File: src/common/dcache_pkg.sv
package dcache_pkg;

  // ----------------------------------------
  // Cache geometry
  // ----------------------------------------
  localparam int XLEN       = 32;
  localparam int PLEN       = 32;
  localparam int BLOCK_SIZE = 16;                        // Bytes per line
  localparam int BURST_SIZE = BLOCK_SIZE / (XLEN / 8);   // Words per line
  localparam int SETS       = 64;
  localparam int IDX_BITS   = $clog2(SETS);
  localparam int OFFS_BITS  = $clog2(BURST_SIZE);
  localparam int TAG_BITS   = PLEN - IDX_BITS - $clog2(BLOCK_SIZE);

  // ----------------------------------------
  // Vector types
  // ----------------------------------------
  typedef logic [XLEN-1:0]         word_t;
  typedef logic [PLEN-1:0]         adr_t;
  typedef logic [XLEN/8-1:0]       be_t;
  typedef logic [IDX_BITS-1:0]     idx_t;
  typedef logic [OFFS_BITS-1:0]    offs_t;
  typedef logic [TAG_BITS-1:0]     ctag_t;
  typedef logic [8*BLOCK_SIZE-1:0] line_t;

  // Bus encodings
  typedef enum logic [1:0] {
    SIZE_BYTE = 2'd0,
    SIZE_HALF = 2'd1,
    SIZE_WORD = 2'd2
  } biu_size_t;

  typedef enum logic {
    TYPE_SINGLE = 1'b0,
    TYPE_INCR4  = 1'b1
  } biu_type_t;

  typedef enum logic [1:0] {
    BIUCMD_NONE,
    BIUCMD_READLINE,
    BIUCMD_WRITEWORD
  } biucmd_t;

  typedef enum logic [2:0] {
    ST_IDLE,
    ST_FILL,
    ST_STORE,
    ST_FLUSH,
    ST_ERROR
  } hit_state_t;

endpackage

File: src/common/dcache_biucmd_if.sv
interface dcache_biucmd_if;
  import dcache_pkg::*;

  biucmd_t cmd;        // Held until ack
  adr_t    adr;
  word_t   d;          // Store data already on its lanes
  be_t     be;
  logic    ack;        // One cycle pulse
  logic    busy;
  logic    err;
  line_t   line;       // Filled line, valid with ack

  modport hit (
    output cmd, adr, d, be,
    input  ack, busy, err, line
  );

  modport biu (
    input  cmd, adr, d, be,
    output ack, busy, err, line
  );

endinterface

File: src/verilog/dcache_biu_ctrl.sv
module dcache_biu_ctrl (
  input  logic                  clk_i,
  input  logic                  rst_ni,
  dcache_biucmd_if.biu          cmd_if,
  output logic                  biu_stb_o,
  input  logic                  biu_stb_ack_i,
  output dcache_pkg::adr_t      biu_adr_o,
  output dcache_pkg::biu_size_t biu_size_o,
  output dcache_pkg::biu_type_t biu_type_o,
  output logic                  biu_we_o,
  output dcache_pkg::word_t     biu_d_o,
  input  dcache_pkg::word_t     biu_q_i,
  input  logic                  biu_ack_i,
  input  logic                  biu_err_i
);
  import dcache_pkg::*;

  typedef enum logic [1:0] {
    B_IDLE,
    B_REQ,
    B_DATA,
    B_DONE
  } biu_state_t;

  biu_state_t state_q;
  offs_t      beat_q;
  logic       err_q;
  line_t      line_q;
  logic       last_beat;
  biu_size_t  wr_size;

  assign biu_stb_o   = (state_q == B_REQ);
  assign cmd_if.busy = (state_q != B_IDLE);
  assign cmd_if.ack  = (state_q == B_DONE);
  assign cmd_if.err  = err_q;
  assign cmd_if.line = line_q;

  assign last_beat = (biu_type_o == TYPE_SINGLE) || (beat_q == offs_t'(BURST_SIZE-1));

  always_comb begin
    case (cmd_if.be)
      4'b1111:          wr_size = SIZE_WORD;
      4'b0011, 4'b1100: wr_size = SIZE_HALF;
      default:          wr_size = SIZE_BYTE;
    endcase
  end

  always_ff @(posedge clk_i or negedge rst_ni) begin
    if (!rst_ni) begin
      state_q <= B_IDLE;
      beat_q  <= '0;
      err_q   <= 1'b0;
    end else begin
      case (state_q)
        B_IDLE: begin
          if (cmd_if.cmd != BIUCMD_NONE) begin
            state_q <= B_REQ;
            beat_q  <= '0;
            err_q   <= 1'b0;
          end
        end
        B_REQ: begin
          if (biu_err_i) begin
            err_q   <= 1'b1;
            state_q <= B_DONE;
          end else if (biu_stb_ack_i) begin
            state_q <= B_DATA;
          end
        end
        B_DATA: begin
          if (biu_err_i) begin
            err_q   <= 1'b1;
            state_q <= B_DONE;
          end else if (biu_ack_i) begin
            beat_q <= beat_q + 1'b1;
            if (last_beat) state_q <= B_DONE;
          end
        end
        default: state_q <= B_IDLE;          // Ack pulse sent
      endcase
    end
  end

  // Transfer attributes held for the whole access
  always_ff @(posedge clk_i) begin
    if (state_q == B_IDLE && cmd_if.cmd != BIUCMD_NONE) begin
      biu_adr_o  <= cmd_if.adr;
      biu_we_o   <= (cmd_if.cmd == BIUCMD_WRITEWORD);
      biu_d_o    <= cmd_if.d;
      biu_type_o <= (cmd_if.cmd == BIUCMD_READLINE) ? TYPE_INCR4 : TYPE_SINGLE;
      biu_size_o <= (cmd_if.cmd == BIUCMD_READLINE) ? SIZE_WORD : wr_size;
    end
    if (state_q == B_DATA && biu_ack_i) begin
      line_q[beat_q*XLEN +: XLEN] <= biu_q_i;
    end
  end

endmodule

File: src/flat_wrapper.sv
// flat-port wrapper written by rule: the top's interface ports become plain ports
module dcache_biu_ctrl_flat import dcache_pkg::*;
  (clk_i, rst_ni, biu_stb_o, biu_stb_ack_i, biu_adr_o, biu_size_o, biu_type_o, biu_we_o, biu_d_o, biu_q_i, biu_ack_i, biu_err_i, cmd_if_cmd, cmd_if_adr, cmd_if_d, cmd_if_be, cmd_if_ack, cmd_if_busy, cmd_if_err, cmd_if_line);
  dcache_biucmd_if cmd_if_i ();
  input  logic clk_i;
  input  logic rst_ni;
  output logic biu_stb_o;
  input  logic biu_stb_ack_i;
  output dcache_pkg::adr_t biu_adr_o;
  output dcache_pkg::biu_size_t biu_size_o;
  output dcache_pkg::biu_type_t biu_type_o;
  output logic biu_we_o;
  output dcache_pkg::word_t biu_d_o;
  input  dcache_pkg::word_t biu_q_i;
  input  logic biu_ack_i;
  input  logic biu_err_i;
  input wire logic [$bits(cmd_if_i.cmd)-1:0] cmd_if_cmd;
  input wire logic [$bits(cmd_if_i.adr)-1:0] cmd_if_adr;
  input wire logic [$bits(cmd_if_i.d)-1:0] cmd_if_d;
  input wire logic [$bits(cmd_if_i.be)-1:0] cmd_if_be;
  output wire logic [$bits(cmd_if_i.ack)-1:0] cmd_if_ack;
  output wire logic [$bits(cmd_if_i.busy)-1:0] cmd_if_busy;
  output wire logic [$bits(cmd_if_i.err)-1:0] cmd_if_err;
  output wire logic [$bits(cmd_if_i.line)-1:0] cmd_if_line;
  assign cmd_if_i.cmd = cmd_if_cmd;
  assign cmd_if_i.adr = cmd_if_adr;
  assign cmd_if_i.d = cmd_if_d;
  assign cmd_if_i.be = cmd_if_be;
  assign cmd_if_ack = cmd_if_i.ack;
  assign cmd_if_busy = cmd_if_i.busy;
  assign cmd_if_err = cmd_if_i.err;
  assign cmd_if_line = cmd_if_i.line;
  dcache_biu_ctrl u_core (.clk_i(clk_i), .rst_ni(rst_ni), .cmd_if(cmd_if_i), .biu_stb_o(biu_stb_o), .biu_stb_ack_i(biu_stb_ack_i), .biu_adr_o(biu_adr_o), .biu_size_o(biu_size_o), .biu_type_o(biu_type_o), .biu_we_o(biu_we_o), .biu_d_o(biu_d_o), .biu_q_i(biu_q_i), .biu_ack_i(biu_ack_i), .biu_err_i(biu_err_i));
endmodule
File: config.mk
export PLATFORM = sky130hd
export DESIGN_NAME = dcache_biu_ctrl_flat
export DESIGN_NICKNAME = d
export VERILOG_FILES = /design/src/common/dcache_pkg.sv /design/src/common/dcache_biucmd_if.sv /design/src/verilog/dcache_biu_ctrl.sv /design/src/flat_wrapper.sv
export SDC_FILE = /design/constraint.sdc
export NUM_CORES = 1
export LEC_CHECK = 0
export ABC_AREA = 1
export BUFFER_PORTS_ARGS = -buffer_cell sky130_fd_sc_hd__clkbuf_2
export CORE_MARGIN = 4
export CORE_UTILIZATION = 40
export DETAILED_ROUTE_END_ITERATION = 8
export PLACE_DENSITY = 0.79
export SYNTH_ARGS = -nofsm -noshare
export SYNTH_HDL_FRONTEND = slang
export SYNTH_SLANG_ARGS = --single-unit
File: constraint.sdc
create_clock -name clk_i -period 3.9 [get_ports clk_i]
set_clock_uncertainty 0.2 [all_clocks]
set_input_delay 0.195 -clock clk_i [delete_from_list [all_inputs] [get_ports clk_i]]
set_output_delay 0.195 -clock clk_i [all_outputs]
set_load 0.03 [all_outputs]
Word level (Yosys, flattened, before mapping)
Cells that the tools add are included.
- mux-type cells: 17
- bitwise operators: 1
- add/subtract/negate cells: 2
- reduce and logical (&&, ||, !) cells: 13
- eq/ne operators: 16
- shifts and indexed selects: 2
- operators with widths (operator ; count):
    $bwmux 128 ; 1
    $shift 32x34->128 const A ; 1
    $shiftx 32x34->128 ; 1
    $neg 7->34 ; 1
    $mux 2 ; 9
    $eq 2x2->1 const B ; 4
    $eq 4x4->1 const B ; 2
    $pmux 2 s2 ; 2
    $reduce_and 4->1 ; 2
    $reduce_bool 2->1 ; 4
    $pmux 2 s3 ; 1
    $eq 2x1->1 const B ; 2
    $eq 4x2->1 const B ; 1
    $ne 2x1->1 const B ; 2
    $ne 2x2->1 const B ; 2
    $reduce_or 2->1 ; 2
    $mux 1 ; 3
    $ne 3x1->1 const B ; 1
    $ne 3x2->1 const B ; 1
    $ne 3x3->1 const B ; 1
    $reduce_and 3->1 ; 1
    $add 2x1->2 const B ; 1
    $logic_and 1x1->1 ; 2
    $logic_not 2->1 ; 1
    3 further kinds ; 3
- bits of input ports: 107
- logic and storage cells: 60
- flip-flop bits (word level): 201
- output and inout bits: 200

Longest topological paths before layout
- depth in word-level cells: 6
- gate-level depth with buffers: 9
- mapped depth without buffers: 9

Least setup slack after synthesis
No wires, ideal clock.
- kind: register to register
- from: register u_core.state_q[0]
- to: register u_core.biu_adr_o[0], enable pin
- clock period less this slack: 4447 ps
- setup slack: -547 ps
- setup time: 496 ps
- cell stages (with the launch flop): 5
- path buffers: 0
- data arrival time: 3751 ps
- required time: 3204 ps
- cell sequence: dfrtp_1 > inv_1 > ha_1 > inv_1 > nor2_1
- longest elaborated chain between the ends: 2
- RTL lines (what ; line ; RTL):
    start, declared ; dcache_biu_ctrl.sv:25 ; biu_state_t state_q;
    start signal, assigned ; dcache_biu_ctrl.sv:50 ; state_q <= B_IDLE;
    start signal, assigned ; dcache_biu_ctrl.sv:57 ; state_q <= B_REQ;
    start signal, assigned ; dcache_biu_ctrl.sv:65 ; state_q <= B_DONE;
    $logic_not 2->1 ; dcache_biu_ctrl.sv:86 ; if (state_q == B_IDLE && cmd_if.cmd != BIUCMD_NONE) begin
    $logic_and 1x1->1 ; dcache_biu_ctrl.sv:86 ;
    end signal, assigned ; dcache_biu_ctrl.sv:87 ; biu_adr_o <= cmd_if.adr;
    end, declared ; dcache_biu_ctrl.sv:7 ; output dcache_pkg::adr_t biu_adr_o,
No other way between the ends.
A chain may end at the register's enable or synchronous reset.

Final worst setup path
- from: register u_core.beat_q[0]
- to: register u_core.line_q[58] (netlist: u_core.cmd_if.line[58]) (data pin)
- longest elaborated chain between the ends: 3
- elaborated cells between the ends (all ways): 4
- those cells by class: add/sub (1); shift (2); mux (1)
- RTL lines (what ; line ; RTL):
    start, declared ; dcache_biu_ctrl.sv:26 ; offs_t beat_q;
    start signal, assigned ; dcache_biu_ctrl.sv:75 ; beat_q <= beat_q + 1'b1;
    $neg 7->34 * ; dcache_biu_ctrl.sv:94 ; line_q[beat_q*XLEN +: XLEN] <= biu_q_i;
    $shiftx 32x34->128 or $shift 32x34->128 (tied branches) ; dcache_biu_ctrl.sv:94 ;
    $bwmux 128 * ; dcache_biu_ctrl.sv:94 ;
    end signal, assigned by index ; dcache_biu_ctrl.sv:94 ;
    end, declared ; dcache_biu_ctrl.sv:28 ; line_t line_q;
Every way passes the cells marked *; elsewhere a longest branch is shown, timed or not.

==> metrics <==
non-filler cells, final 1139; fraction of final layout cells sized beyond drive strength 1 39.9%; r2r startpoint u_core.beat_q[0]; vias per cell 4.87; Seq/Total Area, Yosys 81.8%; WS Path Type reg2reg; count of cell types in the netlist 21; Max stage delay on crit path 0.62 ns; asr flop ratio synth 2.49%; worst r2r path cells 8; Detailed Route Iter0 Violations 451; detailed-route via count 5548; Mapped Nets 588; Die H 144 um; synth warn 0; Placer Congestion 0.887; drt first pass iters 5; clock-pin transition on the worst setup and hold timing paths 0.06 ns; Arr. time, crit path 3.03 ns; ys flop type edfxtp_1; hold depth 2; leading cell type in the layout, fill and taps excluded clkbuf_2; Worst Hold Path EP u_core.biu_adr_o[9]; global-route wire length before repair 33600 um; total CTS buffers 22; multi-input logic area 1050 um2; Die X 144 um; fill count 1359; Critical-path top delay cell nand2_1; postcts setup bufs 0; Max Cap Viol 0; I/O pin cnt 307; crit-path most repeated cell buf_4; Initial Util 40.8%; hold wc startpoint cmd_if_adr[9]; required time worst endpoint 3.94 ns; IO buf count 306; DP Wirelength 15300 um; Syn Inst Count 469; Worst-Margin Slew 1.26 ns; clock sink total 201; most frequent cells in the layout 306 x clkbuf_2, 196 x edfxtp_1, 110 x dlygate4sd3_1; Synth Area in Adders 2.04%; RSZ-0062 raised after global routing false; vias in the first global route 5739; Leak Pwr 4.67 nW; Syn Area/Cell 15.7 um2; post-synthesis mux area share 0%; Netlist Area Pre-Place 7350 um2; largest net degree at the start of global routing 69; final critical-path required period 3.00 ns; placed instance count 990; GRT Total Usage 21.8%; Compound-Gate Fraction of Synth Area 0.562%; Clock Tree Buf Depth 3; DRC 0; status finished, final reports clean; CTS tree yes; H-tree Lvls 1; FMAX 334 MHz; FF+latch area 6010 um2; EDFF count, synth 196; CP cell instances inv_2 > ha_1 > nand2_2 > buf_4 > inv_1 > nand2_1 > buf_4 > nor2_1; CP Launch Type register; initial antenna violation count 2; Critical Path End Type register; slack of the worst reg-to-reg path 0.90 ns; Relative slew margins 15.5%; setup TNS 0 ns; CTS root buf clkbuf_16; post-DR wirelength/cell 20.4 um; Layout area overhead 48.8%; Post-DRT Antenna Nets 0; Hold Crit Class in2reg; GR Overflow Total 0; Core Rows 49; post-synthesis simple-gate area fraction 11.2%; Post-Synth XOR/XNOR Area 0%; register bit total from synthesis 201; largest family of logic cells by synthesized area simple AND/OR/NAND/NOR gates; latest clock arrival within the worst-skew pair 0.49 ns; Fin. Hold Viols 0; die area 20600 um2; crit-path max FO 30; Final Slew Violations 0; maximum VDD drop 0.422 mV; fin nets 1014; delay-heaviest family, CP buffers and inverters; worst reg2reg path endpoint u_core.cmd_if.line[58]; pwr/cell area 652 nW/um2; Buf/Inv on CP 4; Final Cycle Share 76.8%; core area 18000 um2; final wirelength 23200 um; Setup Viol. Count Final 0
## routing by layer
layer / GRT usage, % / vias to the layer above / routed length, um
met2: 37.6 / 264 / 11800
met1: 26.5 / 2712 / 8650
met3: 4.86 / 72 / 1730
met5: 0 / - / 19
li1: - / 2498 / -
met4: 9.17 / 2 / 1010
## cells in the mapped netlist, types with 2 or more instances
cell | number | area, um2
nand4_1 | 2 | 12.5
edfxtp_1 | 196 | 5890
nor3b_1 | 2 | 15.0
nand2_1 | 27 | 101
nor3_2 | 10 | 100
buf_2 | 11 | 55.1
dfrtp_1 | 5 | 125
inv_2 | 2 | 7.51
nor3_1 | 48 | 240
ha_1 | 12 | 150
inv_1 | 51 | 191
a21oi_1 | 3 | 15.0
buf_6 | 6 | 67.6
o21ai_0 | 4 | 20.0
nand3_1 | 6 | 30.0
nand2_2 | 2 | 12.5
nor2_1 | 78 | 293
## state kept, by name (all words and copies together), names as in the netlist
| signal | count |
|---|---|
| u_core.beat_q | 2 |
| u_core.biu_adr_o | 32 |
| u_core.biu_d_o | 32 |
| u_core.biu_size_o | 2 |
| u_core.biu_type_o | 1 |
| u_core.biu_we_o | 1 |
| u_core.cmd_if.err | 1 |
| u_core.cmd_if.line | 128 |
| u_core.state_q | 2 |
## timing repair
item                                    CTS  global route
hold endpoints to repair                203             0
hold buffers                            110             0
endpoints found under the setup margin    0             0
gates resized for setup                   0             0
## metrics by stage
stage | setup slack [ns] | utilization [%] | hold slack (ns) | area [um2] | power [W]
6_report | 0.905 | 60.7 | 0.215 | 10900 | 0.00713
5_1_grt | 0.696 | 60.7 | 0.204 | 10900 | 0.00743
4_1_cts | 0.938 | 60.7 | 0.188 | 10900 | 0.00715
3_5_place_dp | 0.939 | 50.5 | -0.182 | 9110 | 0.00500
3_3_place_gp | 1.07 | 50.5 | -0.184 | 9110 | 0.00492
2_1_floorplan | 0.597 | - | -0.301 | 7350 | 0.00441
## power breakdown
part,switching (W),total [W],internal (W),leakage (nW)
clock network,0.000805,0.00206,0.00126,0.356
logic,0.00157,0.00207,0.000499,2.41
registers,0.000146,0.00300,0.00285,1.90
## worst reg2reg max path: stages (launching register included)
cell,delay (ns)
dfrtp_1,0.47
inv_2,0.11
ha_1,0.35
nand2_2,0.08
buf_4,0.35
inv_1,0.13
nand2_1,0.62
buf_4,0.35
nor2_1,0.08
## logic make-up after synthesis
family / Yosys count
flops: 201
simple gates: 177
buf+inv: 71
fa+ha+maj: 12
compound gates: 8
## worst max path at each step
stage / startpoint / to / cells past startpoint
floorplan: u_core.state_q[0] / u_core.biu_adr_o[0] / 4
global placement: u_core.beat_q[0] / u_core.cmd_if.line[61] / 8
detailed placement: u_core.beat_q[0] / u_core.cmd_if.line[58] / 8
CTS: u_core.beat_q[0] / u_core.cmd_if.line[58] / 8
global route: u_core.beat_q[0] / u_core.cmd_if.line[34] / 8
finish: u_core.beat_q[0] / u_core.cmd_if.line[58] / 8
## final cells by class
class	count	area share, %
Antenna cell	1	0.0229
Clock buffer	29	5.74
Clock inverter	9	0.869
Inverter	53	1.82
Multi-Input combinational cell	197	9.63
Sequential cell	201	55.0
Tap cell	229	2.62
Timing Repair Buffer	420	24.3
(Power assumes the default switching activity.)
