==> src/common/dcache_pkg.sv <==
package dcache_pkg;

  // ----------------------------------------
  // Cache geometry
  // ----------------------------------------
  localparam int XLEN       = 32;
  localparam int PLEN       = 32;
  localparam int BLOCK_SIZE = 16;                        // Bytes per line
  localparam int BURST_SIZE = BLOCK_SIZE / (XLEN / 8);   // Words per line
  localparam int SETS       = 64;
  localparam int IDX_BITS   = $clog2(SETS);
  localparam int OFFS_BITS  = $clog2(BURST_SIZE);
  localparam int TAG_BITS   = PLEN - IDX_BITS - $clog2(BLOCK_SIZE);

  // ----------------------------------------
  // Vector types
  // ----------------------------------------
  typedef logic [XLEN-1:0]         word_t;
  typedef logic [PLEN-1:0]         adr_t;
  typedef logic [XLEN/8-1:0]       be_t;
  typedef logic [IDX_BITS-1:0]     idx_t;
  typedef logic [OFFS_BITS-1:0]    offs_t;
  typedef logic [TAG_BITS-1:0]     ctag_t;
  typedef logic [8*BLOCK_SIZE-1:0] line_t;

  // Bus encodings
  typedef enum logic [1:0] {
    SIZE_BYTE = 2'd0,
    SIZE_HALF = 2'd1,
    SIZE_WORD = 2'd2
  } biu_size_t;

  typedef enum logic {
    TYPE_SINGLE = 1'b0,
    TYPE_INCR4  = 1'b1
  } biu_type_t;

  typedef enum logic [1:0] {
    BIUCMD_NONE,
    BIUCMD_READLINE,
    BIUCMD_WRITEWORD
  } biucmd_t;

  typedef enum logic [2:0] {
    ST_IDLE,
    ST_FILL,
    ST_STORE,
    ST_FLUSH,
    ST_ERROR
  } hit_state_t;

endpackage

==> src/common/dcache_biucmd_if.sv <==
interface dcache_biucmd_if;
  import dcache_pkg::*;

  biucmd_t cmd;        // Held until ack
  adr_t    adr;
  word_t   d;          // Store data already on its lanes
  be_t     be;
  logic    ack;        // One cycle pulse
  logic    busy;
  logic    err;
  line_t   line;       // Filled line, valid with ack

  modport hit (
    output cmd, adr, d, be,
    input  ack, busy, err, line
  );

  modport biu (
    input  cmd, adr, d, be,
    output ack, busy, err, line
  );

endinterface

==> src/common/dcache_mem_if.sv <==
interface dcache_mem_if #(
  parameter int WAYS = 2
);
  import dcache_pkg::*;

  // Lookup results in the tag stage
  logic            hit;
  logic [WAYS-1:0] ways_hit;
  line_t           rd_line;

  // Write side
  logic            we;         // Store word pulse
  logic            fill;       // Line fill pulse
  logic            inval;      // Invalidate all sets
  idx_t            wr_idx;
  offs_t           offs;
  word_t           d;
  be_t             be;
  logic [WAYS-1:0] wr_ways;    // Ways hit by the store
  line_t           fill_line;
  ctag_t           fill_tag;

  modport ctrl (
    input  hit, ways_hit, rd_line,
    output we, fill, inval, wr_idx, offs, d, be, wr_ways, fill_line, fill_tag
  );

  modport mem (
    output hit, ways_hit, rd_line,
    input  we, fill, inval, wr_idx, offs, d, be, wr_ways, fill_line, fill_tag
  );

endinterface

==> src/verilog/dcache_hit_ctrl.sv <==
module dcache_hit_ctrl #(
  parameter int WAYS = 2
) (
  input  logic                  clk_i,
  input  logic                  rst_ni,
  input  logic                  tag_req_i,
  input  dcache_pkg::adr_t      tag_adr_i,
  input  logic                  tag_we_i,
  input  dcache_pkg::be_t       tag_be_i,
  input  dcache_pkg::biu_size_t tag_size_i,
  input  dcache_pkg::word_t     tag_d_i,
  input  logic                  tag_flush_i,
  output logic                  stall_o,
  output logic                  ack_o,
  output logic                  err_o,
  output dcache_pkg::word_t     q_o,
  output logic                  flush_rdy_o,
  dcache_mem_if.ctrl            mif,
  dcache_biucmd_if.hit          biu
);
  import dcache_pkg::*;

  hit_state_t      state_q;
  hit_state_t      state_d;
  logic [WAYS-1:0] store_ways_q;
  logic            rd_req;
  logic            st_req;
  offs_t           offs;
  word_t           rd_word;
  word_t           shifted;

  assign rd_req = tag_req_i & ~tag_we_i & ~tag_flush_i;
  assign st_req = tag_req_i &  tag_we_i & ~tag_flush_i;
  assign offs   = tag_adr_i[PLEN-TAG_BITS-IDX_BITS-1 -: OFFS_BITS];

  // Load data shifted down and zero extended
  assign rd_word = mif.rd_line[offs*XLEN +: XLEN];
  assign shifted = rd_word >> {tag_adr_i[1:0], 3'b000};

  always_comb begin
    case (tag_size_i)
      SIZE_BYTE: q_o = {{(XLEN-8){1'b0}}, shifted[7:0]};
      SIZE_HALF: q_o = {{(XLEN-16){1'b0}}, shifted[15:0]};
      default:   q_o = shifted;
    endcase
  end

  // ----------------------------------------
  // Memory and bus command fields
  // ----------------------------------------
  assign mif.wr_idx    = tag_adr_i[PLEN-TAG_BITS-1 -: IDX_BITS];
  assign mif.offs      = offs;
  assign mif.d         = tag_d_i;
  assign mif.be        = tag_be_i;
  assign mif.wr_ways   = store_ways_q;
  assign mif.fill_line = biu.line;
  assign mif.fill_tag  = tag_adr_i[PLEN-1 -: TAG_BITS];

  assign biu.adr = tag_we_i ? tag_adr_i : tag_adr_i & ~adr_t'(BLOCK_SIZE-1);
  assign biu.d   = tag_d_i;
  assign biu.be  = tag_be_i;

  always_comb begin
    state_d     = state_q;
    stall_o     = 1'b0;
    ack_o       = 1'b0;
    err_o       = 1'b0;
    flush_rdy_o = 1'b0;
    biu.cmd     = BIUCMD_NONE;
    mif.we      = 1'b0;
    mif.fill    = 1'b0;
    mif.inval   = 1'b0;

    case (state_q)
      ST_IDLE: begin
        if (tag_flush_i) begin
          stall_o = 1'b1;
          state_d = ST_FLUSH;
        end else if (st_req) begin
          stall_o = 1'b1;
          if (!biu.busy) state_d = ST_STORE;
        end else if (rd_req) begin
          if (mif.hit) begin
            ack_o = 1'b1;                     // Hit answered from the line
          end else begin
            stall_o = 1'b1;
            if (!biu.busy) state_d = ST_FILL;
          end
        end
      end
      ST_FILL: begin
        stall_o = 1'b1;
        biu.cmd = BIUCMD_READLINE;
        if (biu.ack) begin
          mif.fill = ~biu.err;
          state_d  = biu.err ? ST_ERROR : ST_IDLE;   // Refilled line then hits
        end
      end
      ST_STORE: begin
        stall_o = ~biu.ack;
        biu.cmd = BIUCMD_WRITEWORD;
        if (biu.ack) begin
          mif.we  = ~biu.err;
          ack_o   = 1'b1;
          err_o   = biu.err;
          state_d = ST_IDLE;
        end
      end
      ST_FLUSH: begin
        mif.inval   = 1'b1;
        flush_rdy_o = 1'b1;
        state_d     = ST_IDLE;
      end
      ST_ERROR: begin
        ack_o   = 1'b1;
        err_o   = 1'b1;
        state_d = ST_IDLE;
      end
      default: state_d = ST_IDLE;
    endcase
  end

  always_ff @(posedge clk_i or negedge rst_ni) begin
    if (!rst_ni) state_q <= ST_IDLE;
    else         state_q <= state_d;
  end

  always_ff @(posedge clk_i) begin
    if (state_q == ST_IDLE) store_ways_q <= mif.ways_hit;
  end

  a_stall_on_cmd : assert property (@(posedge clk_i) disable iff (!rst_ni)
    biu.busy && !biu.ack |-> stall_o);

endmodule

==> src/flat_wrapper.sv <==
// flat-port wrapper written by rule: the top's interface ports become plain ports
module dcache_hit_ctrl_flat import dcache_pkg::*;
#(
  parameter int WAYS = 2
)
  (clk_i, rst_ni, tag_req_i, tag_adr_i, tag_we_i, tag_be_i, tag_size_i, tag_d_i, tag_flush_i, stall_o, ack_o, err_o, q_o, flush_rdy_o, mif_hit, mif_ways_hit, mif_rd_line, mif_we, mif_fill, mif_inval, mif_wr_idx, mif_offs, mif_d, mif_be, mif_wr_ways, mif_fill_line, mif_fill_tag, biu_cmd, biu_adr, biu_d, biu_be, biu_ack, biu_busy, biu_err, biu_line);
  dcache_mem_if #(.WAYS(WAYS)) mif_i ();
  dcache_biucmd_if biu_i ();
  input  logic clk_i;
  input  logic rst_ni;
  input  logic tag_req_i;
  input  dcache_pkg::adr_t tag_adr_i;
  input  logic tag_we_i;
  input  dcache_pkg::be_t tag_be_i;
  input  dcache_pkg::biu_size_t tag_size_i;
  input  dcache_pkg::word_t tag_d_i;
  input  logic tag_flush_i;
  output logic stall_o;
  output logic ack_o;
  output logic err_o;
  output dcache_pkg::word_t q_o;
  output logic flush_rdy_o;
  input wire logic [$bits(mif_i.hit)-1:0] mif_hit;
  input wire logic [$bits(mif_i.ways_hit)-1:0] mif_ways_hit;
  input wire logic [$bits(mif_i.rd_line)-1:0] mif_rd_line;
  output wire logic [$bits(mif_i.we)-1:0] mif_we;
  output wire logic [$bits(mif_i.fill)-1:0] mif_fill;
  output wire logic [$bits(mif_i.inval)-1:0] mif_inval;
  output wire logic [$bits(mif_i.wr_idx)-1:0] mif_wr_idx;
  output wire logic [$bits(mif_i.offs)-1:0] mif_offs;
  output wire logic [$bits(mif_i.d)-1:0] mif_d;
  output wire logic [$bits(mif_i.be)-1:0] mif_be;
  output wire logic [$bits(mif_i.wr_ways)-1:0] mif_wr_ways;
  output wire logic [$bits(mif_i.fill_line)-1:0] mif_fill_line;
  output wire logic [$bits(mif_i.fill_tag)-1:0] mif_fill_tag;
  output wire logic [$bits(biu_i.cmd)-1:0] biu_cmd;
  output wire logic [$bits(biu_i.adr)-1:0] biu_adr;
  output wire logic [$bits(biu_i.d)-1:0] biu_d;
  output wire logic [$bits(biu_i.be)-1:0] biu_be;
  input wire logic [$bits(biu_i.ack)-1:0] biu_ack;
  input wire logic [$bits(biu_i.busy)-1:0] biu_busy;
  input wire logic [$bits(biu_i.err)-1:0] biu_err;
  input wire logic [$bits(biu_i.line)-1:0] biu_line;
  assign mif_i.hit = mif_hit;
  assign mif_i.ways_hit = mif_ways_hit;
  assign mif_i.rd_line = mif_rd_line;
  assign mif_we = mif_i.we;
  assign mif_fill = mif_i.fill;
  assign mif_inval = mif_i.inval;
  assign mif_wr_idx = mif_i.wr_idx;
  assign mif_offs = mif_i.offs;
  assign mif_d = mif_i.d;
  assign mif_be = mif_i.be;
  assign mif_wr_ways = mif_i.wr_ways;
  assign mif_fill_line = mif_i.fill_line;
  assign mif_fill_tag = mif_i.fill_tag;
  assign biu_cmd = biu_i.cmd;
  assign biu_adr = biu_i.adr;
  assign biu_d = biu_i.d;
  assign biu_be = biu_i.be;
  assign biu_i.ack = biu_ack;
  assign biu_i.busy = biu_busy;
  assign biu_i.err = biu_err;
  assign biu_i.line = biu_line;
  dcache_hit_ctrl #(.WAYS(WAYS)) u_core (.clk_i(clk_i), .rst_ni(rst_ni), .tag_req_i(tag_req_i), .tag_adr_i(tag_adr_i), .tag_we_i(tag_we_i), .tag_be_i(tag_be_i), .tag_size_i(tag_size_i), .tag_d_i(tag_d_i), .tag_flush_i(tag_flush_i), .stall_o(stall_o), .ack_o(ack_o), .err_o(err_o), .q_o(q_o), .flush_rdy_o(flush_rdy_o), .mif(mif_i), .biu(biu_i));
endmodule
==> config.mk <==
export PLATFORM = sky130hd
export DESIGN_NAME = dcache_hit_ctrl_flat
export DESIGN_NICKNAME = d
export VERILOG_FILES = /design/src/common/dcache_pkg.sv /design/src/common/dcache_biucmd_if.sv /design/src/common/dcache_mem_if.sv /design/src/verilog/dcache_hit_ctrl.sv /design/src/flat_wrapper.sv
export SDC_FILE = /design/constraint.sdc
export NUM_CORES = 1
export LEC_CHECK = 0
export BUFFER_PORTS_ARGS = -buffer_cell sky130_fd_sc_hd__buf_2
export CORE_AREA = 2 2 250 252
export DETAILED_ROUTE_END_ITERATION = 10
export DIE_AREA = 0 0 252 254
export PLACE_DENSITY_LB_ADDON = 0.2
export SYNTH_ARGS = -nofsm -noshare
export SYNTH_HDL_FRONTEND = slang
export SYNTH_SLANG_ARGS = --single-unit
==> constraint.sdc <==
create_clock -name clk_i -period 2.4 [get_ports clk_i]
set_input_delay 0.36 -clock clk_i [delete_from_list [all_inputs] [get_ports clk_i]]
set_output_delay 0.36 -clock clk_i [all_outputs]
set_load 0.005 [all_outputs]
Word-level counts from Yosys, hierarchy flattened:

Index checks and enable logic that the tools add are counted.

* memory bits (writable): 0
* register bits: 5
* bits of input ports: 337
* word-level logic and storage cells: 56
* bits in latches: 0
* bits in read-only memories: 0
* memories kept: 0
* output and inout port bits: 305

* add/sub/neg operators: 0
* muxes and demuxes: 30
* shifts and indexed selects: 2
* eq/ne operators: 11
* multiply operators: 0
* divide/modulo/power cells: 0
* reductions and logical operators: 3
* order comparisons: 0
* bitwise logic cells: 8

Operators by type and width (number)
* $shiftx 128x8->32: 1
* $pmux 32 s2: 1
* $shr 32x5->32: 1
* $mux 3: 9
* $mux 1: 14
* $pmux 3 s3: 1
* $ne 4x4->1 const B: 2
* $eq 3x2->1 const B: 2
* $pmux 1 s3: 2
* $reduce_and 6->1: 1
* $and 1x1->1: 4
* $mux 4: 1
* $ne 2x2->1 const B: 2
* $ne 4x2->1 const B: 1
* $ne 4x3->1 const B: 1
* $not 1->1: 4
* $pmux 2 s2: 1
* $eq 3x1->1 const B: 1
* $eq 3x3->1 const B: 1
* $logic_not 3->1: 1
* $eq 2x1->1 const B: 1
* $logic_not 2->1: 1
* $pmux 1 s2: 1

Longest topological paths before layout:

* word-level depth: 7
* depth in mapped cells: 6
* mapped depth without buffers: 3

Worst setup path after synthesis:

Ideal clock, no wire load.

* path type: input -> output
* start: input port tag_adr_i[2]
* end: output port q_o[9]
* stages: 4
* path buffers: 2
* arrival time: 1387 ps
* slack: 653 ps
* cell sequence: buf_6 > buf_8 > mux4_2 > a2bb2o_4

* cells in the longest elaborated chain, start to end: 3

Ends and longest elaborated chain
* start: declaration: RTL line flat_wrapper.sv:12 `input dcache_pkg::adr_t tag_adr_i;`
* $shiftx 128x8->32: RTL line dcache_hit_ctrl.sv:37 `assign rd_word = mif.rd_line[offs*XLEN +: XLEN];`
* $shr 32x5->32: RTL line dcache_hit_ctrl.sv:38 `assign shifted = rd_word >> {tag_adr_i[1:0], 3'b000};`
* $pmux 32 s2: RTL line dcache_hit_ctrl.sv:41 `case (tag_size_i)`
* end: declaration: RTL line flat_wrapper.sv:21 `output dcache_pkg::word_t q_o;`

No other way between the ends.

Final worst setup path:

* start: input port tag_adr_i[1]
* end: output port q_o[29]

* cells in the longest elaborated chain, start to end: 2

Ends and longest elaborated chain (RTL line)
* $shr 32x5->32: dcache_hit_ctrl.sv:38
* $pmux 32 s2: dcache_hit_ctrl.sv:41

No other way between the ends.

==> results.md <==
- Status: finished, final reports clean
- Post-route insts no fill: 1152
- Core Rows: 91
- Post-layout util: 0.0654
- Via count: roughly 2700
- # clock sinks: 5
- WHS: 312 ps
- Final Skew: 0.736 ps
- Crit path launch type: primary input
- DIE AREA: approximately 64000 µm²
- Final max-slew violation count: 0
- H-tree depth: 1
- Number of vias per cell: between 2 and 2.5
- I/O Pins: 642
- Sw Share: 0.388
- Max Freq: approximately 0.44 GHz
- Nets@finish: 698
- Peak VDD IR: 130 µV
- Congestion Overflow GR: 0
- WP buf/inv: 3
- I/O Buffers: 193
- Clock-pin slew on the worst setup and hold paths: 30 ps
- CTS max path bufs: 2
- Period minus WS final: 2290 ps
- First-pass GRT wire length: between 20000 and 30000 µm
- Final setup violation count: 0
- Slowest cell on the critical path: or2_2
- Clock share of power: 0.218
- Most frequent cell after synthesis: buf_4
- Pwr dens: 307 nW/µm²
- Top cells by count, synth: buf_4 (262), mux4_2 (40), mux2i_1 (31), nor2_1 (13)
- Area Growth Syn to Fin: 4.64%
- Placed Instance Area: 3910 µm²
- Skew-Pair Late Insertion Delay: 220 ps
- Total CTS buffers: 3
- Post-synth cell types: 33
- Top FF cell, synth: dfrtp_1
- Worst-path maximum fanout: 17
- Pleak: ~1.6 nW
- Syn Area/Cell: 9.23 µm²
- Layout cells sized above 1: 0.736
- GPL Wtd Cong: 0.721
- Setup TNS: 0 ps
- Seq/Total Area, Yosys: 0.0353
- Die Y: 254 µm
- Critical path class: primary input to output pin
- Initial Utilization: 0.0625
- Transition time of the tightest slew-check pin: a little over 500 ps
- Slew headroom: 0.652
- DRT Pass-1 Iters: 4
- Residual DRC: 0
- First DRT Iteration DRCs: 85
- Clock tree from TritonCTS: built
- Hold WC Path Type: primary input to register
- Synth top area share: 0.513
- Total GRT Usage: 0.0577
- Portion of total power attributed to combinational logic: 0.649
- Period utilisation layout: 0.954
- Synthesized cell area: 3830 µm²
- Final instance area: 4010 µm²
- Max cap viols: 0
- Initial antenna violation count: 6
- Worst path max stage delay: 380 ps
- Most frequent CP cell: buf_2
- Largest net degree at the start of global routing: 18
- Die width: between 200 and 300 µm
- Unrepaired setup endpoints after global routing: false
- CP Cell Sequence: buf_2, buf_4, nand2b_1, or2_2, nor2b_2, buf_2
- Final ANT Viol Nets: 0
- Final wirelength: 20000 µm
- Vias in the first global route: 3065
- #FFs+latches synth: 5
- Synth Warn #: 0
- Root Buffer: clkbuf_16
- Ys async rst share: 0.600
- DP HPWL: 17800 µm
- NetSw: between 0.4 and 0.5 mW
- Post-Syn Nets: approximately 750
- Area leader, netlist: buf_4
- Dpl cells: 1145
- Synth Instances: 415
- EDFF count, synth: 2
- Sequential Power Share: 0.132
- Critical Path AT: 1930 ps
- Cell Int Power: ~0.75 mW
- Worst EP required: 2040 ps
- CP Capture Type: output pin
- WL per Instance: 17.3 µm
- Final Hold Viols: 0
- Post-CTS setup buffers: 0
- Cell family contributing the most delay on the critical path: simple AND/OR/NAND/NOR gates
- Core box area: 61300 µm²
- Synth area leaders: buf_4 (51%), mux4_2 (24%), mux2i_1 (8.1%), dfrtp_1 (2.0%), o2bb2ai_1 (1.6%)
[cell usage in the layout (no fill, tap or decap), types with 4 or more instances in the layout]
cell type  count
buf_2        193
mux4_2        40
mux2i_1       30
buf_4         19
nor2_1        13
o2bb2ai_1      7
nor2b_1        6
nand2b_1       5
and2_1         5
o21ai_0        4
[per-stage QoR]
stage          power, mW  setup WS [ps]
6_report            1.23            111
5_1_grt             1.35           16.4
4_1_cts             1.28           9.45
3_5_place_dp        1.00           4.63
3_3_place_gp        1.01          -30.8
2_1_floorplan      0.894            653
[kinds of logic (layout without fill, tap and decap cells)]
family | after synthesis | after routing | synth area share
buffers and inverters | 277 | 222 | 0.545
multiplexers | 72 | 72 | 0.320
other | 0 | 2 | 0
flip-flops | 5 | 5 | 0.0353
AND/OR/NAND/NOR | 44 | 44 | 0.0650
AO/OA/AOI/OAI | 17 | 17 | 0.0353
[layer usage]
layer	global-route usage	routed length (µm)	vias to the layer above
met1	0.0526	6080	1189
met5	0	57	-
li1	-	-	1055
met4	0.0353	1240	8
met3	0.0391	3330	121
met2	0.0948	9250	356
[what timing repair did]
item | CTS | global route
hold buffers | 1 | 0
endpoints found under the hold margin | 3 | 0
endpoints found under the setup margin | 1 | 1
pin swaps | 0 | 0
gates cloned | 0 | 0
gates resized for setup | 1 | 1
[cell type report]
cell class / instances / area (µm²)
fillers: 7216 / 57200
well taps: 790 / 988
clock buffers: 4 / 78.8
flip-flops and latches: 5 / 135
inverters: 2 / 7.51
repair buffers: 216 / 1180
diodes: 2 / 5.00
multi-input cells: 133 / 1620
[path summary, 6_finish.rpt]
kind | slack (ps) | to | cells past startpoint | start
min reg2reg | 740 | u_core.state_q[2] | 2 | u_core.state_q[0]
max | 110 | q_o[29] | 6 | tag_adr_i[1]
min | 310 | u_core.mif.wr_ways[1] | 1 | mif_ways_hit[1]
max in group asynchronous | 1830 | u_core.state_q[0] | 2 | rst_ni
max reg2reg | 1100 | u_core.state_q[0] | 3 | u_core.state_q[2]
min in group asynchronous | 470 | u_core.state_q[1] | 2 | rst_ni
[power by group through the flow]
stage / Combinational [mW] / Sequential, mW / Clock (mW)
final: 0.799 / 0.163 / 0.269
after floorplan: 0.740 / 0.154 / 0
after CTS: 0.841 / 0.163 / 0.275
after detailed placement: 0.836 / 0.164 / 0
after global routing: 0.887 / 0.172 / 0.287
after global placement: 0.844 / 0.166 / 0
[registers in the layout (all words and copies together) (netlist names)]
name                flops
u_core.mif.wr_ways      2
u_core.state_q          3
Power figures use the tool's default switching activity.
