$ cat config.mk
export PLATFORM = sky130hd
export DESIGN_NAME = dcache_req_pipe
export DESIGN_NICKNAME = d
export VERILOG_FILES = /design/src/common/dcache_pkg.sv /design/src/verilog/dcache_req_pipe.sv
export SDC_FILE = /design/constraint.sdc
export NUM_CORES = 1
export LEC_CHECK = 0
export ABC_AREA = 1
export BUFFER_PORTS_ARGS = -buffer_cell sky130_fd_sc_hd__buf_4
export CORE_AREA = 2 2 104 116
export CTS_BUF_LIST = sky130_fd_sc_hd__clkbuf_16
export DETAILED_ROUTE_END_ITERATION = 6
export DIE_AREA = 0 0 106 118
export MAX_ROUTING_LAYER = met4
export PLACE_DENSITY_LB_ADDON = 0.1
export SLEW_MARGIN = 30
export SYNTH_ARGS = -nofsm -noshare
export SYNTH_HDL_FRONTEND = slang
export SYNTH_SLANG_ARGS = --single-unit
$ cat constraint.sdc
create_clock -name clk_i -period 1.3 [get_ports clk_i]
set_clock_uncertainty 0.1 [all_clocks]
set_input_delay 0.195 -clock clk_i [delete_from_list [all_inputs] [get_ports clk_i]]
set_output_delay 0.195 -clock clk_i [all_outputs]
set_load 0.01 [all_outputs]
$ cat src/common/dcache_pkg.sv
package dcache_pkg;

  // ----------------------------------------
  // Cache geometry
  // ----------------------------------------
  localparam int XLEN       = 32;
  localparam int PLEN       = 32;
  localparam int BLOCK_SIZE = 16;                        // Bytes per line
  localparam int BURST_SIZE = BLOCK_SIZE / (XLEN / 8);   // Words per line
  localparam int SETS       = 64;
  localparam int IDX_BITS   = $clog2(SETS);
  localparam int OFFS_BITS  = $clog2(BURST_SIZE);
  localparam int TAG_BITS   = PLEN - IDX_BITS - $clog2(BLOCK_SIZE);

  // ----------------------------------------
  // Vector types
  // ----------------------------------------
  typedef logic [XLEN-1:0]         word_t;
  typedef logic [PLEN-1:0]         adr_t;
  typedef logic [XLEN/8-1:0]       be_t;
  typedef logic [IDX_BITS-1:0]     idx_t;
  typedef logic [OFFS_BITS-1:0]    offs_t;
  typedef logic [TAG_BITS-1:0]     ctag_t;
  typedef logic [8*BLOCK_SIZE-1:0] line_t;

  // Bus encodings
  typedef enum logic [1:0] {
    SIZE_BYTE = 2'd0,
    SIZE_HALF = 2'd1,
    SIZE_WORD = 2'd2
  } biu_size_t;

  typedef enum logic {
    TYPE_SINGLE = 1'b0,
    TYPE_INCR4  = 1'b1
  } biu_type_t;

  typedef enum logic [1:0] {
    BIUCMD_NONE,
    BIUCMD_READLINE,
    BIUCMD_WRITEWORD
  } biucmd_t;

  typedef enum logic [2:0] {
    ST_IDLE,
    ST_FILL,
    ST_STORE,
    ST_FLUSH,
    ST_ERROR
  } hit_state_t;

endpackage

$ cat src/verilog/dcache_req_pipe.sv
module dcache_req_pipe (
  input  logic                  clk_i,
  input  logic                  rst_ni,
  input  logic                  stall_i,
  input  logic                  req_i,
  input  dcache_pkg::adr_t      adr_i,
  input  dcache_pkg::biu_size_t size_i,
  input  logic                  we_i,
  input  dcache_pkg::word_t     d_i,
  input  logic                  cacheflush_i,
  output dcache_pkg::idx_t      rd_idx_o,
  output logic                  tag_req_o,
  output dcache_pkg::adr_t      tag_adr_o,
  output logic                  tag_we_o,
  output dcache_pkg::be_t       tag_be_o,
  output dcache_pkg::biu_size_t tag_size_o,
  output dcache_pkg::word_t     tag_d_o,
  output logic                  tag_flush_o
);
  import dcache_pkg::*;

  logic      setup_req;
  logic      setup_flush;
  adr_t      setup_adr;
  biu_size_t setup_size;
  logic      setup_we;
  word_t     setup_d;
  be_t       setup_be;

  // Set index of the request about to enter the tag stage
  assign rd_idx_o = setup_adr[PLEN-TAG_BITS-1 -: IDX_BITS];

  always_comb begin
    case (setup_size)
      SIZE_BYTE: setup_be = be_t'(4'b0001) << setup_adr[1:0];
      SIZE_HALF: setup_be = be_t'(4'b0011) << setup_adr[1:0];
      default:   setup_be = '1;
    endcase
  end

  always_ff @(posedge clk_i or negedge rst_ni) begin
    if (!rst_ni) begin
      setup_req   <= 1'b0;
      setup_flush <= 1'b0;
      tag_req_o   <= 1'b0;
      tag_flush_o <= 1'b0;
    end else if (!stall_i) begin
      setup_req   <= req_i;
      setup_flush <= cacheflush_i;
      tag_req_o   <= setup_req;
      tag_flush_o <= setup_flush;
    end
  end

  always_ff @(posedge clk_i) begin
    if (!stall_i) begin
      setup_adr  <= adr_i;
      setup_size <= size_i;
      setup_we   <= we_i;
      setup_d    <= d_i;
      tag_adr_o  <= setup_adr;
      tag_size_o <= setup_size;
      tag_we_o   <= setup_we;
      tag_be_o   <= setup_be;
      tag_d_o    <= setup_d << {setup_adr[1:0], 3'b000};   // Onto byte lanes
    end
  end

  a_word_aligned : assert property (@(posedge clk_i) disable iff (!rst_ni)
    req_i && !stall_i && size_i == SIZE_WORD |-> adr_i[1:0] == 2'b00);

endmodule
# After elaboration in Yosys (flattened, before gate mapping)
# Index checks and enable logic that the tools add are counted.
# W data, S select, Z words.
# op_classes
muxes,1
reduce_logical,1
eq_ne,1
n_shift,3
# ops
cell,count
$shl A32 B5 Y32,1
$pmux W4 S2,1
$shl A1 B2 Y4 const A,1
$shl A2 B2 Y4 const A,1
$eq A2 B1 Y1 const B,1
$logic_not A2 Y1,1
# word_totals
out_inout_bits,79
wordCells,19
register_bits,142
input_bits,72

# Longest topological paths before layout
# Gate-level depths: netlist (run 1).
# depth
word_depth,2
mapped_depth,6
mapped_depth_nobuf,5

# Least setup slack after synthesis (run 1)
# Ideal clock, no wire load.
# synth_timing
kind,input -> register
start,input stall_i
end,register setup_adr[0] (enable)
setup_time_ns,0.493
required_ns,0.707
path_slack_ns,-2.205
cell_stages,1
t_arrival_ns,2.912
cell_sequence,inv_1
# synth_rtl
element,line,source
from (decl),dcache_req_pipe.sv:4,"input logic stall_i,"
to (signal assigned),dcache_req_pipe.sv:57,setup_adr <= adr_i;
to (decl),dcache_req_pipe.sv:24,adr_t setup_adr;
# No word-level cell between the ends.

# Final worst setup path (run 1)
# layout_timing
start,register setup_adr[1]
end,"register tag_d_o[22], data pin"
# layout_between
elab_chain_cells,1
# layout_rtl
element,line,source
$shl A32 B5 Y32,dcache_req_pipe.sv:65,"tag_d_o <= setup_d << {setup_adr[1:0], 3'b000};"
to (signal assigned),dcache_req_pipe.sv:65,
to (decl),dcache_req_pipe.sv:17,"output dcache_pkg::word_t tag_d_o,"
# No other way between the ends.
# A chain may end at the register's enable or synchronous reset.

==> summary.txt, run 1 <==
Die ar. - 12,510 sq um
CTS Buf Count - 17
gpl congestion - 0.7450
initial antenna violation count - 0
fin nets - 652
status - finished with violations
area share of and/or/nand/nor cells after synthesis - 11.42%
Critical Path RT - 1.35 ns
CP Class - reg -> reg
RSZ-0062 raised after global routing - true
switching part of the total power - 22.11%
crit path launch type - flip-flop
die height - 118 microns
Max VDD drop - 0.8436 mV
Wirelength per Cell - 14.77 microns
largest net degree at the start of global routing - 33
sequential share of the synthesized area - 82.95%
post-synthesis compound-gate area fraction - 0.1712%
DRC viols - 0
#FFs+latches synth - 142
mapped cell area - 5116 sq um
CTS tree - yes
CTS H-Tree Depth - 4
multi-input combinational cell area - 643.1 sq um
violated checks - hold timing
fmax - 0.7725 GHz
Max-cap violations - 0
post-DP HPWL - 6395 microns
Layout Area Growth over Synthesis - 58.20%
number of clock sinks - 142
Mean Syn Cell Area - 15.55 sq um
Antenna Nets Post-Route - 0
Sequential Power Share - 47.0%
Final setup viols - 0
Max Buffers Root-to-Sink - 2
commonest non-fill, non-tap cells in the layout - 156 x buf_4, 138 x edfxtp_1, 74 x dlygate4sd3_1
cell count after synthesis - 329
Util after Layout - 71.39%
post-route insts no fill - 743
routed wire length - 10,970 microns
Reg area - 4244 sq um
IO Port Bufs - 150
Hold Vio Cnt, Final - 1
largest fanout on the critical path - 8
Initial Utilization - 45.13%
Slew Limit Fails - 0
root buffer cell - clkbuf_16
Leak - 3.490 nW
total power - 0.01187 W
period utilisation layout - 99.57%
number of diodes - 0
CP arrival - 1.35 ns
cell area power density - 1466 nW/um^2
area of the core - 11,340 sq um
Warnings, synthesis - 0
Final min period - 1.294 ns
clock slew at reported path FFs - 0.06 ns
Syn Nets - 401
XOR/XNOR Fraction of Synth Area - 0%
slew margin rel. - 86.11%
post-synth cell types - 19
Comb power frac - 11.4%
Crit. End Element - flip-flop
vias per cell - 4.537
post-synthesis adder-cell area fraction - 0%
commonest non-fill, non-tap cell in the layout - buf_4
clock share of power - 41.6%
FP Rows - 41
Int Pwr - 0.009244 W
vias in the first global route - 3,493
Hold WS - -0.05590 ns
Congestion Overflow GR - 0
largest family of logic cells by synthesized area - simple AND/OR/NAND/NOR gates
GRT Overall Usage - 18.52%
number of DRC markers in iteration 0 - 153
final setup TNS - 0 ns
share of layout cells above drive strength 1 - 37.94%
clock latency on the worst-skew pair - 0.41 ns
width of the die - 106 microns
first-pass GRT wire length - 16,890 microns
Layout fillers - 767
mux contribution to synthesized area - 0%
Worst-Margin Slew - 0.2081 ns
TritonRoute pass-1 iters - 5
Net Sw Power - 0.002624 W
R2R Setup Slk - 0.006 ns
Placed Cells - 626
vias post-DR - 3,371
HP Class - in -> reg
number of top-level pins - 151
[timing repair]
action,CTS,global route
gates resized for setup,2,20
hold endpoints to repair,75,1
setup endpoints to repair,24,32
hold buffers,75,1
cloned,0,2
pin swaps,1,7
buffers inserted,2,7
[Yosys cell counts (all sizes together)]
cell,instances,share of area (%)
nor2,17,1.6
buf,15,2.6
a21oi,1,0.17
nand4,1,0.12
nand2,76,5.8
inv,37,2.9
edfxtp,138,81
dfrtp,4,2.0
nand3,40,3.9
[power by group through the flow]
stage                     Clock (W)  Sequential (W)  Combinational (W)
after floorplan                   0         0.00575           0.000392
after global placement            0         0.00566            0.00104
after detailed placement          0         0.00567            0.00106
after CTS                   0.00501         0.00558            0.00127
after global routing        0.00525         0.00562            0.00147
final                       0.00493         0.00558            0.00135
[metrics by stage]
| stage | worst slack, ns | instance area, sq um | hold WS (ns) |
|---|---|---|---|
| after CTS | 0.004630 | 7924 | 0.2025 |
| final | 0.005562 | 8094 | -0.05590 |
| after global placement | -0.02522 | 6516 | -0.1086 |
| after detailed placement | -0.05536 | 6516 | -0.1054 |
| after global routing | -0.03489 | 8094 | 0.01548 |
| after floorplan | -1.417 | 5120 | -0.2006 |
[final timing paths]
| kind | from | end | cells past startpoint |
|---|---|---|---|
| setup / recovery | setup_adr[1] | tag_d_o[22] | 4 |
| hold / removal | stall_i | setup_req | 3 |
| setup reg to reg | setup_adr[1] | tag_d_o[22] | 4 |
| hold reg to reg | setup_adr[12] | tag_adr_o[12] | 0 |
| max in group asynchronous | rst_ni | tag_flush_o | 3 |
| min in group asynchronous | rst_ni | setup_req | 3 |
[cells by family after synthesis]
logic type | count (synthesis)
DFF | 142
and+or+nand+nor | 134
buffers and inverters | 52
AOI/OAI and AO/OA | 1
[area by class of cell]
class | instances | area share, %
clock buffer | 17 | 5.256
multi-input combinational | 135 | 7.946
inverter | 37 | 2.149
clock inverter | 15 | 2.272
timing repair buffer | 247 | 27.62
sequential | 142 | 52.43
tap | 150 | 2.319
[flip-flops by register name, indices dropped and copies added (netlist names)]
name         flops
setup_adr       32
setup_d         32
setup_flush      1
setup_req        1
setup_size       2
setup_we         1
tag_adr_o       32
tag_be_o         4
tag_d_o         32
tag_flush_o      1
tag_req_o        1
tag_size_o       2
tag_we_o         1
[routing by layer]
| metal | vias to the layer above | global-route usage [%] | share of wire, % |
|---|---|---|---|
| met3 | 17 | 5.925 | 6.8 |
| met1 | 1578 | 20.23 | 38 |
| met4 | 0 | 8.306 | 1.9 |
| met5 | - | - | 0 |
| met2 | 137 | 30.89 | 53 |
| li1 | 1639 | - | - |
[worst max-delay path, stage by stage (launching register included)]
cell,delay [ns]
edfxtp_1,0.43
buf_12,0.18
buf_6,0.14
nand3_1,0.10
nand3_2,0.09
Note: power is estimated with default switching activity, not from simulation.
==> inputs of run 2 (changes only) <==
Settings changed: CORE_AREA 2 2 104 116 to 2 2 99 111, DIE_AREA 0 0 106 118 to 0 0 101 113.
Clock period 1.3 ns to 1.4 ns, I/O delays scaled along.
==> run 2 against run 1 <==
Effect of this change: the flow now finishes without violations; first-iteration DRC count rose by 0.65%; cell count down 4.8%; clock power fell by 16%; register-to-register slack improved by 0.06 ns; total power decreased by 11%; flip-flop and latch count unchanged; non-clock buffer count shrank 9.
==> summary.txt, run 2 (synthesis gave the netlist of run 1 again) <==
status - finished clean
cell area power density - 1350 nW/um^2 (-7.9%)
Critical Path RT - 1.59 ns (+0.24 ns)
clock slew at reported path FFs - 0.06 ns (about the same)
CTS Buf Count - 17 (unchanged)
Layout Area Growth over Synthesis - 52.14%
Congestion Overflow GR - 0 (unchanged)
clock latency on the worst-skew pair - 0.41 ns (about the same)
Critical-path top delay cell - dlygate4sd3_1
Wirelength per Cell - 15.23 microns (+3.1%)
number of diodes - 0 (unchanged)
RSZ-0062 raised after global routing - false
Max-cap violations - 0 (unchanged)
number of top-level pins - 151 (unchanged)
Final setup viols - 0 (unchanged)
post-route insts no fill - 707 (-4.8%)
Crit. End Element - flip-flop
Antenna Nets Post-Route - 0 (unchanged)
Slew Limit Fails - 0 (unchanged)
Util after Layout - 75.96% (+4.6 points)
die height - 113 microns (-4.2%)
Worst setup endpoint - setup_flush
slew margin rel. - 86.08% (about the same)
fin nets - 643 (-1.4%)
GRT Overall Usage - 19.90% (+1.4 points)
final setup TNS - 0 ns (unchanged)
post-route cell area - 7784 sq um (-3.8%)
Critical Path Start - cacheflush_i
Worst R2R Start - setup_adr[1]
Layout fillers - 644 (-16%)
IO Port Bufs - 150 (unchanged)
Initial Utilization - 49.93% (+4.8 points)
number of DRC markers in iteration 0 - 154 (+0.65%)
Die ar. - 11,410 sq um (-8.8%)
Worst-Margin Slew - 0.2085 ns (+0.0004183 ns)
Worst R2R Path Depth - 4 (unchanged)
post-DP HPWL - 6487 microns (+1.4%)
Cell Area, Placed - 6480 sq um (-0.56%)
vias per cell - 4.727 (+4.2%)
FP Rows - 39 (-4.9%)
CP arrival - 1.53 ns (+0.18 ns)
number of clock sinks - 142 (unchanged)
vias in the first global route - 3,400 (-2.7%)
largest net degree at the start of global routing - 31 (-6.1%)
Hold Vio Cnt, Final - 0 (-1)
Max Buffers Root-to-Sink - 2 (unchanged)
routed wire length - 10,770 microns (-1.9%)
Max VDD drop - 1.079 mV (+28%)
CTS tree - yes
Reg area - 4244 sq um (unchanged)
CP Class - in -> reg
Critical R2R Capture - tag_d_o[5]
commonest non-fill, non-tap cell in the layout - buf_4
Placed Cells - 602 (-3.8%)
share of layout cells above drive strength 1 - 34.93% (-3.0 points)
period utilisation layout - 96.05%
DRC viols - 0 (unchanged)
crit path launch type - input pin
gpl congestion - 0.7977 (+7.1%)
area of the core - 10,250 sq um (-9.6%)
critical path cell sequence - dlygate4sd3_1 > buf_4 > nand2_1 > nand2_1 > dlygate4sd3_1
Final min period - 1.345 ns
first-pass GRT wire length - 16,320 microns (-3.4%)
largest fanout on the critical path - 1 (-7)
multi-input combinational cell area - 593.1 sq um (-7.8%)
R2R Setup Slk - 0.07 ns (+0.06 ns)
HP Class - in -> async
Max stage delay on crit path - 0.55 ns (+0.12 ns)
CTS H-Tree Depth - 4 (unchanged)
root buffer cell - clkbuf_16
Leak - 3.346 nW (-4.1%)
fmax - 0.7436 GHz
initial antenna violation count - 0 (unchanged)
TritonRoute pass-1 iters - 4 (-1)
Hold WS - 0.03100 ns (+0.08690 ns)
commonest non-fill, non-tap cells in the layout - 156 x buf_4, 138 x edfxtp_1, 74 x nand2_1
vias post-DR - 3,342 (-0.86%)
width of the die - 101 microns (-4.7%)
[run 2: final cells by class]
type	instances	area share, %
clock buffers	17	5.465
flip-flops and latches	142	54.52
clock inverters	15	1.752
inverters	37	2.025
well taps	123	1.977
repair buffers	238	26.64
multi-input cells	135	7.619
[run 2: worst min path at each step]
stage,start,endpoint
finish,rst_ni,tag_req_o
detailed placement,rst_ni,tag_req_o
global route,rst_ni,tag_req_o
CTS,rst_ni,tag_req_o
global placement,rst_ni,setup_flush
floorplan,rst_ni,setup_flush
[run 2: report_power, final]
part           internal, W  switching (W)
Clock              0.00246        0.00171
Combinational     0.000621       0.000534
Sequential         0.00506       0.000125
[run 2: per-layer routing]
metal | global-route usage (%) | share of wire, % | up-vias
met4 | 7.117 | 0.33 | 0
met5 | - | 0 | -
met3 | 6.424 | 6.8 | 2
met2 | 34.13 | 54 | 126
li1 | - | - | 1629
met1 | 21.61 | 38 | 1585
[run 2: what timing repair did]
action	CTS	global route
setup buffers	0	0
hold buffers	73	0
endpoints found under the setup margin	0	6
gates resized for setup	0	3
hold endpoints to repair	75	0
[run 2: critical path, delay by kind of cell]
family,cells,cell delay [ns]
and+or+nand+nor,2,0.09
buffers and inverters,3,1.22
[run 2: stage by stage]
step                setup WS, ns  total power, W
floorplan                 -1.332        0.005702
global placement         0.08465        0.006210
detailed placement       0.02365        0.006248
CTS                      0.01229         0.01058
global route             0.01097         0.01089
finish                   0.05525         0.01051
==> inputs of run 3 (changes only) <==
Settings changed: RECOVER_POWER set to 25.
==> run 3 against run 2 <==
Effect of this change: utilization fell by 0.061 points; wire length barely moved; clock power hardly changed; design area is essentially flat; total power barely moved.
==> summary.txt, run 3 (synthesis gave the netlist of run 1 again) <==
CP Class - reg -> reg
Initial Utilization - 49.93% (unchanged)
largest fanout on the critical path - 29 (+28)
IO Port Bufs - 150 (unchanged)
pre-CTS WS - 0.02365 ns (unchanged)
crit path launch type - flip-flop
commonest non-fill, non-tap cells in the layout - 139 x buf_4, 138 x edfxtp_1, 74 x nand2_1
number of top-level pins - 151 (unchanged)
Final min period - 1.347 ns (+0.002438 ns)
fmax - 0.7423 GHz (-0.18%)
FP Rows - 39 (unchanged)
Congestion Overflow GR - 0 (unchanged)
Worst-Margin Slew - 0.2085 ns (+0.00001538 ns)
Max-cap violations - 0 (unchanged)
number of diodes - 0 (unchanged)
TritonRoute pass-1 iters - 5 (+1)
Worst R2R Start - setup_adr[1]
area of the core - 10,250 sq um (unchanged)
period utilisation layout - 96.23% (+0.17 points)
postcts setup bufs - 0 (unchanged)
largest net degree at the start of global routing - 31 (unchanged)
RSZ-0062 raised after global routing - false
CTS Buf Count - 17 (unchanged)
Die ar. - 11,410 sq um (unchanged)
Hold WS - 0.05732 ns (+0.02632 ns)
Leak - 3.339 nW (-0.21%)
HP Class - in -> async
CTS H-Tree Depth - 4 (unchanged)
slew margin rel. - 86.10% (about the same)
CP arrival - 1.51 ns (-0.02 ns)
Layout fillers - 645 (+0.16%)
CTS tree - yes
vias in the first global route - 3,400 (unchanged)
GRT Overall Usage - 19.90% (unchanged)
initial antenna violation count - 0 (unchanged)
clock slew at reported path FFs - 0.06 ns (about the same)
routed wire length - 10,770 microns (about the same)
Wirelength per Cell - 15.23 microns (about the same)
Hold Vio Cnt, Final - 0 (unchanged)
cell area power density - 1351 nW/um^2 (about the same)
die height - 113 microns (unchanged)
commonest non-fill, non-tap cell in the layout - buf_4
Antenna Nets Post-Route - 0 (unchanged)
Max VDD drop - 1.079 mV (about the same)
gpl congestion - 0.7977 (unchanged)
clock latency on the worst-skew pair - 0.41 ns (about the same)
Worst R2R Path Depth - 4 (unchanged)
width of the die - 101 microns (unchanged)
Util after Layout - 75.90% (about the same)
status - finished clean
root buffer cell - clkbuf_16
vias per cell - 4.723 (about the same)
post-DP HPWL - 6487 microns (unchanged)
number of clock sinks - 142 (unchanged)
Crit. End Element - flip-flop
share of layout cells above drive strength 1 - 34.76% (-0.17 points)
Critical Path Start - setup_adr[1]
first-pass GRT wire length - 16,320 microns (unchanged)
Worst Slack Setup Final - 0.05282 ns (-0.002438 ns)
Final setup viols - 0 (unchanged)
Critical Path RT - 1.56 ns (-0.03 ns)
final setup TNS - 0 ns (unchanged)
Critical R2R Capture - tag_d_o[5]
number of DRC markers in iteration 0 - 145 (-5.8%)
Slew Limit Fails - 0 (unchanged)
Layout Area Growth over Synthesis - 52.02% (about the same)
vias post-DR - 3,339 (-0.090%)
Max Buffers Root-to-Sink - 2 (unchanged)
DRC viols - 0 (unchanged)
R2R Setup Slk - 0.05 ns (-0.02 ns)
fin nets - 643 (unchanged)
-- run 3: worst max-delay path, cell delays in order, from the launching register on --
cell      delay [ns]
edfxtp_1        0.42
buf_12          0.20
nor2_8          0.20
inv_2           0.15
nor2_1          0.13
-- run 3: what timing repair did --
action,4_1_cts,5_1_grt
endpoints found under the setup margin,0,6
hold buffers,73,0
endpoints found under the hold margin,75,0
gates resized for setup,0,3
-- run 3: final cells by class --
type | instances | area [sq um] | share of cell area [%]
inverter | 37 | 155.1 | 1.995
sequential | 142 | 4244 | 54.57
multi-input combinational | 135 | 593.1 | 7.625
tap | 123 | 153.9 | 1.979
timing repair buffer | 238 | 2069 | 26.61
clock buffer | 17 | 425.4 | 5.470
clock inverter | 15 | 136.4 | 1.754
-- run 3: stage by stage --
| step | area (sq um) | cells | power [W] |
|---|---|---|---|
| after floorplan | 5120 | 329 | 0.005702 |
| after global placement | 6480 | 602 | 0.006210 |
| after detailed placement | 6480 | 602 | 0.006248 |
| after CTS | 7772 | 707 | 0.01058 |
| after global routing | 7777 | 707 | 0.01088 |
| final | 7777 | 707 | 0.01051 |
-- run 3: worst max-delay path by stage --
stage                   endpoint  slack (ns)
floorplan           setup_adr[0]       -1.33
global placement     tag_d_o[26]        0.08
detailed placement   tag_d_o[25]        0.02
CTS                  tag_d_o[25]        0.01
global route          tag_d_o[3]        0.01
finish                tag_d_o[5]        0.05
-- run 3: report_power, final --
group          internal [W]  switching (W)
combinational      0.000617       0.000534
sequential          0.00506       0.000125
clock               0.00245        0.00171
total               0.00813        0.00237
-- run 3: routing by layer --
| layer | GRT usage [%] | wire length (microns) |
|---|---|---|
| met1 | 21.61 | 4194 |
| met2 | 34.13 | 5710 |
| met3 | 6.424 | 793 |
| met4 | 7.117 | 70 |
| met5 | - | 0 |
